$ cat config.mk
export PLATFORM = sky130hd
export DESIGN_NAME = exception_manager
export DESIGN_NICKNAME = d
export VERILOG_FILES = /design/src/hw/exc_pkg.sv /design/src/hw/exception_ctrl.sv /design/src/hw/idt_reader.sv /design/src/hw/exception_manager.sv
export SDC_FILE = /design/constraint.sdc
export NUM_CORES = 1
export LEC_CHECK = 0
export BUFFER_PORTS_ARGS = -buffer_cell sky130_fd_sc_hd__buf_2
export CAP_MARGIN = 25
export CORE_MARGIN = 5
export CORE_UTILIZATION = 44
export DETAILED_ROUTE_END_ITERATION = 6
export GPL_TIMING_DRIVEN = 0
export PLACE_DENSITY = 0.77
export SKIP_CTS_REPAIR_TIMING = 1
export SYNTH_ARGS = -nofsm -noshare
export SYNTH_HDL_FRONTEND = slang
export SYNTH_HIERARCHICAL = 1
export SYNTH_SLANG_ARGS = --single-unit
$ cat constraint.sdc
create_clock -name iCLOCK -period 4.1 [get_ports iCLOCK]
set_input_delay 0.82 -clock iCLOCK [delete_from_list [all_inputs] [get_ports iCLOCK]]
set_output_delay 0.82 -clock iCLOCK [all_outputs]
set_load 0.005 [all_outputs]
$ cat src/hw/exc_pkg.sv
// Shared constants and state types for the exception sequencer.
// Descriptors are 8 bytes wide: configuration word at +0, handler word at +4.
// The table has 64 entries, so the interrupt number is 6 bits wide.
package exc_pkg;

	// Data and address width
	localparam int unsigned WORD_W = 32;

	// Interrupt descriptor table geometry
	localparam int unsigned IDT_ENTRIES = 64;
	localparam int unsigned IDX_W = $clog2(IDT_ENTRIES);
	localparam int unsigned DESC_STRIDE = 8;
	localparam int unsigned HANDLER_OFFSET = 4;

	// Interrupt enable flag in PSR
	localparam int unsigned PSR_IRQ_EN_BIT = 2;

	// Configuration word fields, level is two bits wide
	localparam int unsigned ICT_VALID_BIT = 0;
	localparam int unsigned ICT_MASK_BIT = 1;
	localparam int unsigned ICT_LEVEL_LSB = 16;

	typedef enum logic [2:0] {
		IDLE,
		JUMP,
		IRQ_SET,
		IRQ_RET,
		IDTS
	} main_state_t;

	// Request from the main FSM to the table reader
	typedef enum logic [1:0] {
		NONE,
		HANDLER,
		TABLE
	} read_mode_t;

endpackage

$ cat src/hw/exception_ctrl.sv
// Main exception FSM of the core.
// Events are sampled only in IDLE, with priority jump, interrupt, return, IDT set.
// All strobe outputs are single-cycle pulses; pc and the other payloads are
// only meaningful while their strobe is high.
module exception_ctrl (
	input  logic iCLOCK,
	input  logic inRESET,
	input  logic except_jump,
	input  logic except_ib,
	input  logic except_idts,
	input  logic [exc_pkg::WORD_W-1:0] jump_addr,
	input  logic irq_req,
	input  logic [exc_pkg::IDX_W-1:0] irq_num,
	input  logic [exc_pkg::WORD_W-1:0] irq_fi0r,
	input  logic interrupt_lock,
	input  logic [exc_pkg::WORD_W-1:0] psr,
	input  logic [exc_pkg::WORD_W-1:0] pcr,
	input  logic [exc_pkg::WORD_W-1:0] ppcr,
	input  logic [exc_pkg::WORD_W-1:0] idtr,
	input  logic read_done,
	input  logic [exc_pkg::WORD_W-1:0] handler_addr,
	output logic pipeline_stop,
	output logic refresh,
	output logic pc_set,
	output logic [exc_pkg::WORD_W-1:0] pc,
	output logic ppcr_set,
	output logic [exc_pkg::WORD_W-1:0] ppcr_out,
	output logic fi0r_set,
	output logic [exc_pkg::WORD_W-1:0] fi0r,
	output logic set_irq_mode,
	output logic clr_irq_mode,
	output logic irq_ack,
	output logic ldst_use,
	output logic read_start,
	output exc_pkg::read_mode_t read_mode,
	output logic [exc_pkg::WORD_W-1:0] idtr_q,
	output logic [exc_pkg::IDX_W-1:0] irq_num_q
);

	exc_pkg::main_state_t state;
	// Substep inside the current main state
	logic [1:0] step;
	logic [exc_pkg::WORD_W-1:0] ppcr_q;
	logic irq_ok;

	assign irq_ok = irq_req && !interrupt_lock && psr[exc_pkg::PSR_IRQ_EN_BIT];

	// Stall already in the sampling cycle when an interrupt will be taken
	assign pipeline_stop = (state != exc_pkg::IDLE) || (!except_jump && irq_ok);

	assign ldst_use = (state == exc_pkg::IRQ_SET) || (state == exc_pkg::IRQ_RET) ||
		(state == exc_pkg::IDTS);

	// Handler word is in pc, jump follows next cycle
	assign fi0r_set = (state == exc_pkg::IRQ_SET) && (step == 2'd2);

	always_ff @(posedge iCLOCK or negedge inRESET) begin
		if (!inRESET) begin
			state <= exc_pkg::IDLE;
			step <= 2'd0;
			refresh <= 1'b0;
			pc_set <= 1'b0;
			ppcr_set <= 1'b0;
			set_irq_mode <= 1'b0;
			clr_irq_mode <= 1'b0;
			irq_ack <= 1'b0;
			read_start <= 1'b0;
			read_mode <= exc_pkg::NONE;
		end else begin
			refresh <= 1'b0;
			pc_set <= 1'b0;
			ppcr_set <= 1'b0;
			set_irq_mode <= 1'b0;
			clr_irq_mode <= 1'b0;
			irq_ack <= 1'b0;
			read_start <= 1'b0;
			read_mode <= exc_pkg::NONE;
			case (state)
				exc_pkg::IDLE: begin
					step <= 2'd0;
					if (except_jump) begin
						state <= exc_pkg::JUMP;
						refresh <= 1'b1;
					end else if (irq_ok) begin
						state <= exc_pkg::IRQ_SET;
						refresh <= 1'b1;
						ppcr_set <= 1'b1;
						set_irq_mode <= 1'b1;
					end else if (except_ib) begin
						state <= exc_pkg::IRQ_RET;
						refresh <= 1'b1;
					end else if (except_idts) begin
						state <= exc_pkg::IDTS;
						refresh <= 1'b1;
					end
				end
				exc_pkg::JUMP: begin
					pc_set <= 1'b1;
					state <= exc_pkg::IDLE;
				end
				exc_pkg::IRQ_SET: begin
					case (step)
						2'd0: begin
							read_start <= 1'b1;
							read_mode <= exc_pkg::HANDLER;
							step <= 2'd1;
						end
						2'd1: begin
							if (read_done) begin
								step <= 2'd2;
							end
						end
						default: begin
							pc_set <= 1'b1;
							irq_ack <= 1'b1;
							state <= exc_pkg::IDLE;
						end
					endcase
				end
				exc_pkg::IRQ_RET: begin
					// One cycle to move the saved PC over, then jump back
					if (step == 2'd0) begin
						step <= 2'd1;
					end else begin
						pc_set <= 1'b1;
						clr_irq_mode <= 1'b1;
						state <= exc_pkg::IDLE;
					end
				end
				exc_pkg::IDTS: begin
					if (step == 2'd0) begin
						read_start <= 1'b1;
						read_mode <= exc_pkg::TABLE;
						step <= 2'd1;
					end else if (read_done) begin
						pc_set <= 1'b1;
						state <= exc_pkg::IDLE;
					end
				end
				default: begin
					state <= exc_pkg::IDLE;
				end
			endcase
		end
	end

	// Payload registers, qualified by the strobes above
	always_ff @(posedge iCLOCK) begin
		if (state == exc_pkg::IDLE) begin
			ppcr_q <= ppcr;
			idtr_q <= idtr;
			if (except_jump) begin
				pc <= jump_addr;
			end else if (irq_ok) begin
				ppcr_out <= pcr;
				irq_num_q <= irq_num;
				fi0r <= irq_fi0r;
			end else if (!except_ib && except_idts) begin
				// Resume address after the table load
				pc <= jump_addr;
			end
		end else if (state == exc_pkg::IRQ_SET && read_done) begin
			pc <= handler_addr;
		end else if (state == exc_pkg::IRQ_RET && step == 2'd0) begin
			pc <= ppcr_q;
		end
	end

endmodule

$ cat src/hw/idt_reader.sv
// Read engine for the interrupt descriptor table.
// Handler mode reads one word at idtr + num * 8 + 4; table mode reads all
// 64 configuration words at idtr + entry * 8.
// Responses must come back in issue order, one per ldst_valid pulse.
module idt_reader (
	input  logic iCLOCK,
	input  logic inRESET,
	input  logic read_start,
	input  exc_pkg::read_mode_t read_mode,
	input  logic [exc_pkg::WORD_W-1:0] idtr_q,
	input  logic [exc_pkg::IDX_W-1:0] irq_num_q,
	input  logic ldst_busy,
	input  logic ldst_valid,
	input  logic [exc_pkg::WORD_W-1:0] ldst_data,
	output logic ldst_req,
	output logic [exc_pkg::WORD_W-1:0] ldst_addr,
	output logic read_done,
	output logic [exc_pkg::WORD_W-1:0] handler_addr,
	output logic ict_req,
	output logic [exc_pkg::IDX_W-1:0] ict_entry,
	output logic ict_mask,
	output logic ict_valid,
	output logic [1:0] ict_level
);

	logic active;
	exc_pkg::read_mode_t mode_q;
	// One extra bit so both counters can reach 64
	logic [exc_pkg::IDX_W:0] issue_cnt;
	logic [exc_pkg::IDX_W:0] recv_cnt;
	logic [exc_pkg::IDX_W:0] read_total;
	logic [exc_pkg::IDX_W-1:0] desc_idx;
	logic [exc_pkg::WORD_W-1:0] desc_num;
	logic [exc_pkg::WORD_W-1:0] desc_off;

	always_comb begin
		if (mode_q == exc_pkg::TABLE) begin
			read_total = exc_pkg::IDT_ENTRIES[exc_pkg::IDX_W:0];
			desc_idx = issue_cnt[exc_pkg::IDX_W-1:0];
			desc_off = '0;
		end else begin
			read_total = {{exc_pkg::IDX_W{1'b0}}, 1'b1};
			desc_idx = irq_num_q;
			desc_off = exc_pkg::HANDLER_OFFSET[exc_pkg::WORD_W-1:0];
		end
	end

	assign desc_num = {{(exc_pkg::WORD_W - exc_pkg::IDX_W){1'b0}}, desc_idx};

	// Address only moves after an accepted issue, so it holds under busy
	assign ldst_addr = idtr_q + desc_num * exc_pkg::DESC_STRIDE[exc_pkg::WORD_W-1:0] +
		desc_off;
	assign ldst_req = active && (issue_cnt < read_total);

	always_ff @(posedge iCLOCK or negedge inRESET) begin
		if (!inRESET) begin
			active <= 1'b0;
			mode_q <= exc_pkg::NONE;
			issue_cnt <= '0;
			recv_cnt <= '0;
			read_done <= 1'b0;
			ict_req <= 1'b0;
		end else begin
			read_done <= 1'b0;
			ict_req <= 1'b0;
			if (!active) begin
				if (read_start && read_mode != exc_pkg::NONE) begin
					active <= 1'b1;
					mode_q <= read_mode;
					issue_cnt <= '0;
					recv_cnt <= '0;
				end
			end else begin
				if (ldst_req && !ldst_busy) begin
					issue_cnt <= issue_cnt + 1'b1;
				end
				// Issue and receive run independently, several reads in flight
				if (ldst_valid) begin
					recv_cnt <= recv_cnt + 1'b1;
					if (mode_q == exc_pkg::TABLE) begin
						ict_req <= 1'b1;
					end
					if (recv_cnt == read_total - 1'b1) begin
						active <= 1'b0;
						read_done <= 1'b1;
					end
				end
			end
		end
	end

	// Returned words, valid with read_done or ict_req
	always_ff @(posedge iCLOCK) begin
		if (active && ldst_valid) begin
			if (mode_q == exc_pkg::HANDLER) begin
				handler_addr <= ldst_data;
			end else begin
				ict_entry <= recv_cnt[exc_pkg::IDX_W-1:0];
				ict_valid <= ldst_data[exc_pkg::ICT_VALID_BIT];
				ict_mask <= ldst_data[exc_pkg::ICT_MASK_BIT];
				ict_level <= ldst_data[exc_pkg::ICT_LEVEL_LSB +: 2];
			end
		end
	end

endmodule

$ cat src/hw/exception_manager.sv
// Exception sequencer top level.
// Only reads memory; the load/store port is shared with the core while ldst_use is high.
module exception_manager (
	input  logic iCLOCK,
	input  logic inRESET,
	input  logic except_jump,
	input  logic except_ib,
	input  logic except_idts,
	input  logic [exc_pkg::WORD_W-1:0] jump_addr,
	input  logic irq_req,
	input  logic [exc_pkg::IDX_W-1:0] irq_num,
	input  logic [exc_pkg::WORD_W-1:0] irq_fi0r,
	input  logic interrupt_lock,
	input  logic [exc_pkg::WORD_W-1:0] psr,
	input  logic [exc_pkg::WORD_W-1:0] pcr,
	input  logic [exc_pkg::WORD_W-1:0] ppcr,
	input  logic [exc_pkg::WORD_W-1:0] idtr,
	input  logic ldst_busy,
	input  logic ldst_valid,
	input  logic [exc_pkg::WORD_W-1:0] ldst_data,
	output logic pipeline_stop,
	output logic refresh,
	output logic pc_set,
	output logic [exc_pkg::WORD_W-1:0] pc,
	output logic ppcr_set,
	output logic [exc_pkg::WORD_W-1:0] ppcr_out,
	output logic fi0r_set,
	output logic [exc_pkg::WORD_W-1:0] fi0r,
	output logic set_irq_mode,
	output logic clr_irq_mode,
	output logic irq_ack,
	output logic ldst_use,
	output logic ldst_req,
	output logic [exc_pkg::WORD_W-1:0] ldst_addr,
	output logic ict_req,
	output logic [exc_pkg::IDX_W-1:0] ict_entry,
	output logic ict_mask,
	output logic ict_valid,
	output logic [1:0] ict_level
);

	// FSM to reader handshake
	logic read_start;
	exc_pkg::read_mode_t read_mode;
	logic [exc_pkg::WORD_W-1:0] idtr_q;
	logic [exc_pkg::IDX_W-1:0] irq_num_q;
	logic read_done;
	logic [exc_pkg::WORD_W-1:0] handler_addr;

	exception_ctrl ctrl_i (.*);

	idt_reader reader_i (.*);

endmodule

==> impl_summary.md, run 1 <==
STA
Timing would allow up to about 0.25 GHz. Setup violations remaining at the end of the flow were counted as 0. Across the routed clock network, the largest skew measured is 0.01981 ns. The worst pin sits at a relative slew slack of 37.81%.

The number of pins with negative max-slew slack in the final report was 0. The routed design could run at a clock period as short as 3.958 ns. Setup repair after global routing could not meet its margin everywhere. At the pin with the least slew margin, the transition time is about 0.93 ns.

The number of hold-slack violations in the final timing report came to 0. The final clock period utilization by the worst path is between 90% and 100%. The final setup slack of the worst path is 0.1423 ns. Final hold analysis gives a worst-case slack of 0.3613 ns.

Clocking
CTS built an H-tree with a depth of 1. The clock passes through at most 3 buffers. The clock tree from TritonCTS is yes. Clock-pin slew was measured on the worst setup and hold paths at approximately 0.060 ns. The root buffer cell chosen for the clock tree is sky130_fd_sc_hd__clkbuf_16.

The source-to-sink clock delay at the later pin of the worst-skew pair is 0.52 ns. Counting every sink on the clock net gives 240. TritonCTS created 27 clock buffers.

Synthesis
Summed over its instances, the top area cell type makes up 65.48% of the synthesized netlist area. The fraction of the mapped netlist area in adder cells is 1.522%. The largest family of logic cells by synthesized area is simple AND/OR/NAND/NOR gates. The area fraction in and, or, nand and nor cells after synthesis is 9.864%. The multiplexer share of the synthesized area is less than 1%. The mean area per synthesized cell is 15.95 um^2. The share of the Yosys chip area taken by registers is 73.87%.

The mapped netlist covers 0.009539 mm^2. For this run, asynchronously set or reset flops after synthesis account for a little over an eighth. The post-synthesis xor/xnor area fraction is 3.122%. The synthesis-stage register bit count is 240.

In this run, distinct cell masters in the synthesized netlist total 60. The synthesized-area fraction occupied by ao, oa, aoi and oai cells is between 8 and 9%. The synthesized design contains 208 enable-type register cells.

By area the synthesized netlist is led by sky130_fd_sc_hd__edfxtp_1 65%, sky130_fd_sc_hd__dfrtp_1 8.4%, sky130_fd_sc_hd__a221oi_2 4.4%. The Yosys step of the flow raised 6 warnings. The library cell with the largest summed area after synthesis is sky130_fd_sc_hd__edfxtp_1. The net count after synthesis is 848. The post-synthesis instance total is 598.

The most used flip-flop cell after synthesis is sky130_fd_sc_hd__edfxtp_1.

Critical path
The required time of the worst setup path is 3.28 ns. The worst setup path is of the reg -> out kind. On the critical path, the stage with the largest delay is an instance of sky130_fd_sc_hd__dfrtp_1. The signal on the critical path passes through nor2b_2 > buf_6 > clkinvlp_4 > ha_2 > inv_1 > fa_2 > nand2b_4 > a21o_1 > a211oi_4 > buf_6 > nand4_1 > xnor2_1 > buf_2. The nature of the critical path endpoint is an output port.

The startpoint type of the worst setup path is a flip-flop. The highest fanout seen on the critical path is 7. The arrival time at the worst endpoint is 3.14 ns.

Among the stages of the critical path, the cell type that occurs most often is sky130_fd_sc_hd__buf_6. The delay of the slowest cell on the worst path is approximately 0.4 ns.

Global routing
For this run, global-route usage on met3 was measured as 5.856%. The number of antenna violations at the first check in global routing came to 2. Summed over all layers, the global routing overflow is 0. The first-pass GRT wire length is 36.64 mm. For this run, the total global-route usage over all layers was measured as 18.98%. The via count of the first global-routing pass came to 6933.

In the global route stage, met1 resource usage came out at 21.89%. For this run, global-route usage on met2 was measured as about a third. The pin count of the biggest net entering global routing is 74. After global routing, the most crowded layer is met2.

Final layout
The layout-stage area growth over the synthesis result is 35.78%. Cells with a size suffix above 1 make up slightly below 50% of the layout. The net count reported at finish is 1250.

The non-filler instance count after layout is roughly 1.3k. The post-layout utilization of the core is 61.23%. The library cells used most frequently in the layout, excluding fill and tap cells, are 360 x sky130_fd_sc_hd__buf_2, 208 x sky130_fd_sc_hd__edfxtp_1, 83 x sky130_fd_sc_hd__nor2_1. The area of all placed cells without fillers is 0.01295 mm^2. The most common cell after layout, fill and taps aside is sky130_fd_sc_hd__buf_2.

Place
The placer congestion estimate is 0.8214. The number of placed cells counting well taps is around 1.2k. The total of buffers placed on input and output ports is 356. The detailed placement HPWL is roughly 19 mm. The instance area after placement is around 0.012 mm^2. The pre-CTS worst setup slack is 0.2324 ns.

Die
The number of placed I/O pins is between 300 and 400. The die covers around 0.025 mm^2. The initial utilization of the core area, before any placement, comes to 45.09%.

The area of the placeable core is 0.02115 mm^2. The die width is approximately 160 um. The number of standard-cell rows in the floorplan is 53. In this run the vertical extent of the chip is 157.2 um.

Routing
The number of iterations in the first detailed-routing pass is 4. The detailed router placed 6577 vias in this run. After the first detailed-routing iteration, the DRC count stood at ~370. The final wirelength is 24.76 mm. After detailed routing, the number of remaining DRC violations is 0.

The count of nets left with antenna violations once routing finished came out at 0. Dividing the detail-routed wire length by the instance count gives 19.11 um. Dividing the detail-routed via count by the number of cells gives just over 5.

Status
The flow ran to the end, and the final reports show no timing, DRC or antenna violations.

Pwr
In this run the power density over the cells is 666.4 mW/mm^2. The worst vdd rail ir drop is 0.3762 mV. The leakage power of the design is 5.316 nW.

Hold path
The kind of path behind the tightest hold check is in -> async.

Flow run
Max-cap violations in this run came to 0.
-- per-stage QoR --
step	power [mW]	TNS, ns
2_1_floorplan	5.119	-0.3908
3_3_place_gp	5.975	-96.72
3_5_place_dp	6.084	0
4_1_cts	8.636	-3.309
5_1_grt	9.117	-0.08228
6_report	8.632	0
-- registers in the layout, summed over array words and instances (netlist names), 7 cells and up --
signal                 count
ctrl_i/fi0r               32
ctrl_i/idtr_q             32
ctrl_i/pc                 32
ctrl_i/ppcr_out           32
ctrl_i/ppcr_q             32
reader_i/handler_addr     32
reader_i/issue_cnt         7
reader_i/recv_cnt          7
-- where the power goes --
group          leakage [nW]  switching, mW  internal [mW]
clock network         0.451          0.915           1.61
registers              2.36          0.269           3.44
logic                  2.51           1.35           1.05
total                  5.32           2.54           6.10
-- final timing paths --
check	start	endpoint	slack, ns	depth (start not counted)
min in group iCLOCK	ppcr[30]	ctrl_i/ppcr_q[30]	0.47	1
max in group asynchronous	inRESET	ctrl_i/read_mode[1]	3.25	1
worst max-delay path	reader_i/mode_q[1]	ldst_addr[20]	0.14	13
worst min register to register	ctrl_i/read_mode[1]	reader_i/mode_q[1]	0.47	2
worst min-delay path	inRESET	ctrl_i/refresh	0.36	1
worst max register to register	ctrl_i/state[2]	ctrl_i/ppcr_out[7]	1.22	8
-- synthesized netlist by cell type, types with 2 or more instances --
cell	n
sky130_fd_sc_hd__a211oi_2	2
sky130_fd_sc_hd__a21o_1	7
sky130_fd_sc_hd__a21oi_1	11
sky130_fd_sc_hd__a221oi_1	5
sky130_fd_sc_hd__a221oi_2	28
sky130_fd_sc_hd__a31oi_1	3
sky130_fd_sc_hd__and3_1	4
sky130_fd_sc_hd__and4_1	4
sky130_fd_sc_hd__buf_12	3
sky130_fd_sc_hd__buf_2	4
sky130_fd_sc_hd__buf_4	6
sky130_fd_sc_hd__buf_6	7
sky130_fd_sc_hd__clkbuf_1	5
sky130_fd_sc_hd__dfrtp_1	32
sky130_fd_sc_hd__edfxtp_1	208
sky130_fd_sc_hd__ha_1	10
sky130_fd_sc_hd__inv_1	10
sky130_fd_sc_hd__mux2_2	2
sky130_fd_sc_hd__nand2_1	34
sky130_fd_sc_hd__nand2b_1	4
sky130_fd_sc_hd__nand3_1	18
sky130_fd_sc_hd__nand3b_1	5
sky130_fd_sc_hd__nand4_1	6
sky130_fd_sc_hd__nor2_1	83
sky130_fd_sc_hd__nor2b_1	2
sky130_fd_sc_hd__nor3_1	9
sky130_fd_sc_hd__nor3_2	2
sky130_fd_sc_hd__nor3b_1	3
sky130_fd_sc_hd__nor3b_2	2
sky130_fd_sc_hd__nor4_1	3
sky130_fd_sc_hd__o211ai_1	2
sky130_fd_sc_hd__o21ai_0	12
sky130_fd_sc_hd__o32ai_1	2
sky130_fd_sc_hd__or2_2	2
sky130_fd_sc_hd__xnor2_1	22
sky130_fd_sc_hd__xor2_1	12
-- cell families after synthesis --
kind of cell,Yosys count
XOR/XNOR,34
adder cells (fa/ha/maj),11
multiplexers,2
flip-flops,240
AO/OA/AOI/OAI,82
buffers and inverters,37
AND/OR/NAND/NOR,192
-- final cells by class --
class                   instances  area, um^2
repair buffers                373        1992
clock buffers                  35       715.7
diodes                          2       5.005
inverters                      12       61.31
flip-flops and latches        240        7047
well taps                     275       344.1
clock inverters                13       226.5
plain buffers                  25       222.7
multi-input cells             321        2338
fillers                      1609        8202
-- layer usage --
layer | vias to the layer above | routed length, um
met5 | - | 0
met4 | 0 | 791
met3 | 56 | 2448
met2 | 304 | 12900
met1 | 3138 | 8619
li1 | 3079 | -
-- critical path, delay by kind of cell, from the launching register on --
family	cells	cell delay (ns)
compound gates	2	0.45
xor+xnor	1	0.19
fa+ha+maj	2	0.56
buf+inv	5	0.61
flops	1	0.39
simple gates	3	0.43
No activity file was read; power rests on OpenSTA's default activity.
==> inputs of run 2 (changes only) <==
- CORE_UTILIZATION: 44 -> 35
- PLACE_DENSITY: 0.77 -> unset
- SYNTH_HIERARCHICAL: 1 -> unset
==> impl_summary.md, run 2 <==
Status
The run finished with clean final reports.

Clocking
The maximum count of clock buffers along a single path is 3 (unchanged). The H-tree level count came to 1 (unchanged). Clock tree synthesis selected as its root buffer the cell sky130_fd_sc_hd__clkbuf_16. The number of clock sinks is 240 (unchanged). The number of clock buffers inserted by TritonCTS is 25 (-7.4%).

The clock input transition at the sequential cells of the worst setup and hold paths is 0.06 ns (about the same). TritonCTS built the clock tree. The source-to-sink clock delay at the later pin of the worst-skew pair is 0.52 ns (about the same).

STA
The worst hold-check slack is 0.3555 ns (-0.005820 ns). The clock skew after layout is 0.01621 ns (-0.003603 ns). The final clock period utilization by the worst path is 96.37% (-0.16 points). The final setup TNS came to 0 ns (unchanged). The number of hold-slack violations in the final timing report is 0 (unchanged). The final critical delay including setup and external delays was 3.951 ns (-0.006373 ns). The headroom to the max-slew limit was 41.99% (+4.2 points).

The slew at the pin closest to its max-slew limit came to 0.8702 ns (-0.06272 ns). The fmax was 0.2531 GHz (+0.16%). The number of pins with negative max-slew slack in the final report came to 0 (unchanged). The count of endpoints failing setup in the final report came to 0 (unchanged).

Die
The initial cell density of the core is 35.30% (-9.8 points). The number of placed I/O pins is 388 (unchanged). The die width is 174.4 um (+11%). The area of the placeable core is 0.02680 mm^2 (+27%). The area enclosed by the die boundary came to 0.03042 mm^2 (+23%).

The number of standard-cell rows in the floorplan is 60 (+13%). The die boundary height is 174.4 um (+11%).

Place
The number of placed cells counting well taps is 1301 (+5.2%). The placer congestion estimate was 0.7975 (-2.9%). The detailed placement HPWL is 19.70 mm (+5.5%). The total of buffers placed on input and output ports is 355 (-0.28%).

Synthesis
The net count after synthesis is 849 (+0.12%). Sorting the synthesized cells by area gives the leading types as sky130_fd_sc_hd__edfxtp_1 66%, sky130_fd_sc_hd__dfrtp_1 8.5%, sky130_fd_sc_hd__mux2i_1 3.4%. The post-synthesis async set-or-reset flop share was 13.33% (unchanged).

The post-synthesis instance total came to 599 (+0.17%). The predominant post-synthesis flop cell is sky130_fd_sc_hd__edfxtp_1. The part of the Yosys area used for sequential elements is 74.48% (+0.61 points). The dominant cell by count in the synthesized netlist is sky130_fd_sc_hd__edfxtp_1. The number of enable-type register cells in the synthesized netlist was 208 (unchanged). The post-synthesis instance area is 0.009462 mm^2 (-0.81%). The share of the synthesized area in the top cell type came to 66.01% (+0.54 points). The count of yosys warnings during synthesis is 0 (-6).

The mean area per synthesized cell is 15.80 um^2 (-0.98%). By count the netlist is led by 208 x sky130_fd_sc_hd__edfxtp_1, 54 x sky130_fd_sc_hd__nand2_1, 43 x sky130_fd_sc_hd__o21ai_0, 32 x sky130_fd_sc_hd__dfrtp_1, 32 x sky130_fd_sc_hd__mux2i_1. The synthesis-stage register bit count is 240 (unchanged). The library cell with the largest summed area after synthesis is sky130_fd_sc_hd__edfxtp_1. The number of distinct library cell variants in the gate-level netlist after synthesis is 62 (+3.3%).

Final layout
The non-filler instance count after layout is 1349 (+4.1%). Leaving out fill and tap cells, the most frequent cell in the layout is sky130_fd_sc_hd__buf_2. The layout-stage area growth over the synthesis result is 34.16%. The fraction of layout instances using a drive strength above 1 is 45.68% (-2.6 points). The net count reported at finish was 1240 (-0.80%). The library cells used most frequently in the layout, excluding fill and tap cells, are 359 x sky130_fd_sc_hd__buf_2, 208 x sky130_fd_sc_hd__edfxtp_1, 54 x sky130_fd_sc_hd__nand2_1.

Pwr
The ratio of total power to cell area is 629.8 mW/mm^2 (-5.5%). The worst vdd rail ir drop is 0.4814 mV (+28%). The leakage power of the design is 5.164 nW (-2.9%).

Critical path
The required time of the worst setup path came to 3.28 ns (about the same). The critical path class is reg -> out. The arrival time at the worst endpoint was 3.13 ns (about the same). The startpoint type of the worst setup path is a flip-flop. The nature of the critical path endpoint is an output port. The highest fanout seen on the critical path is 11 (+4).

Routing
The post-detailed-route count of antenna-violating nets is 0 (unchanged). The number of DRC violations after detailed-routing iteration 0 is 354 (-4.6%). The count of vias placed by the detailed router is 6339 (-3.6%). The number of iterations in the first detailed-routing pass is 6 (+2).

The DRC violation count after routing was 0 (unchanged). The detailed-route wire length per cell is 19.07 um (-0.17%). The vias per cell was 4.699 (-7.4%).

The final wirelength is 25.73 mm (+3.9%).

Flow run
The max capacitance violation total is 0 (unchanged).

Global routing
The via count of the first global-routing pass is 6599 (-4.8%). The pin count of the biggest net entering global routing is 61 (-18%). The total global routing overflow was 0 (unchanged). The first-pass GRT wire length was 38.25 mm (+4.4%). The number of antenna violations at the first check in global routing is 1 (-1).

The overall fraction of global-route tracks in use came to 16.09% (-2.9 points).

Hold path
The kind of path behind the tightest hold check is in -> async.
run 2: per-layer routing:
metal | track usage [%] | share of wire, %
met1 | 19.14 | 39
met3 | 5.481 | 9.4
met4 | 3.860 | 2.3
met2 | 28.17 | 49
met5 | 0 | 0.051
run 2: path summary, 6_finish.rpt:
check,start,end,slack (ns),cells past startpoint
worst max-delay path,reader_i.mode_q[0],ldst_addr[23],0.15,11
worst min-delay path,inRESET,reader_i.ict_req,0.36,1
worst max register to register,ctrl_i.state[0],ctrl_i.pc[8],1.65,8
worst min register to register,ctrl_i.read_mode[1],reader_i.mode_q[1],0.48,2
max in group asynchronous,inRESET,ctrl_i.pc_set,3.25,1
min in group iCLOCK,idtr[10],ctrl_i.idtr_q[10],0.47,1
run 2: cells by family (layout without fill, tap and decap cells):
logic type	count (synthesis)	in the layout	share of synthesized area [%]
AND/OR/NAND/NOR	156	156	9.111
AO/OA/AOI/OAI	83	83	5.157
adder cells (fa/ha/maj)	11	11	1.534
flip-flops	240	240	74.48
XOR/XNOR	32	32	2.962
multiplexers	39	39	4.219
other	0	1	0
buffers and inverters	38	446	2.539
run 2: power by group:
part	switching [mW]	leakage (nW)	internal, mW
registers	0.253	2.37	3.43
clock network	0.910	0.356	1.18
logic	1.29	2.44	0.931
total	2.45	5.16	5.54
run 2: layout make-up:
type / count / area, um^2
fillers: 2429 / 14110
flip-flops and latches: 240 / 7047
multi-input cells: 321 / 2277
repair buffers: 364 / 1948
clock buffers: 30 / 644.4
well taps: 341 / 426.7
plain buffers: 23 / 191.4
clock inverters: 14 / 98.84
inverters: 15 / 57.56
diodes: 1 / 2.502
run 2: through the flow:
step	total power, mW	area, um^2	utilization (%)	setup WS [ns]
2_1_floorplan	4.862	9473	-	0.7594
3_3_place_gp	5.799	11680	43.57	-0.5373
3_5_place_dp	5.926	11840	44.18	0.3641
4_1_cts	8.054	12580	46.95	-0.2260
5_1_grt	8.469	12690	47.35	-0.006026
6_report	7.995	12690	47.36	0.1487
run 2: worst max-delay path: stages, from the launching register on:
cell                       delay, ns
sky130_fd_sc_hd__dfrtp_1        0.37
sky130_fd_sc_hd__nand2b_4       0.16
sky130_fd_sc_hd__buf_6          0.18
sky130_fd_sc_hd__mux2_2         0.37
sky130_fd_sc_hd__ha_1           0.36
sky130_fd_sc_hd__o21a_1         0.17
sky130_fd_sc_hd__o31a_1         0.26
sky130_fd_sc_hd__and3b_1        0.19
sky130_fd_sc_hd__buf_4          0.16
sky130_fd_sc_hd__nand2_1        0.09
sky130_fd_sc_hd__xnor2_2        0.17
sky130_fd_sc_hd__buf_2          0.14
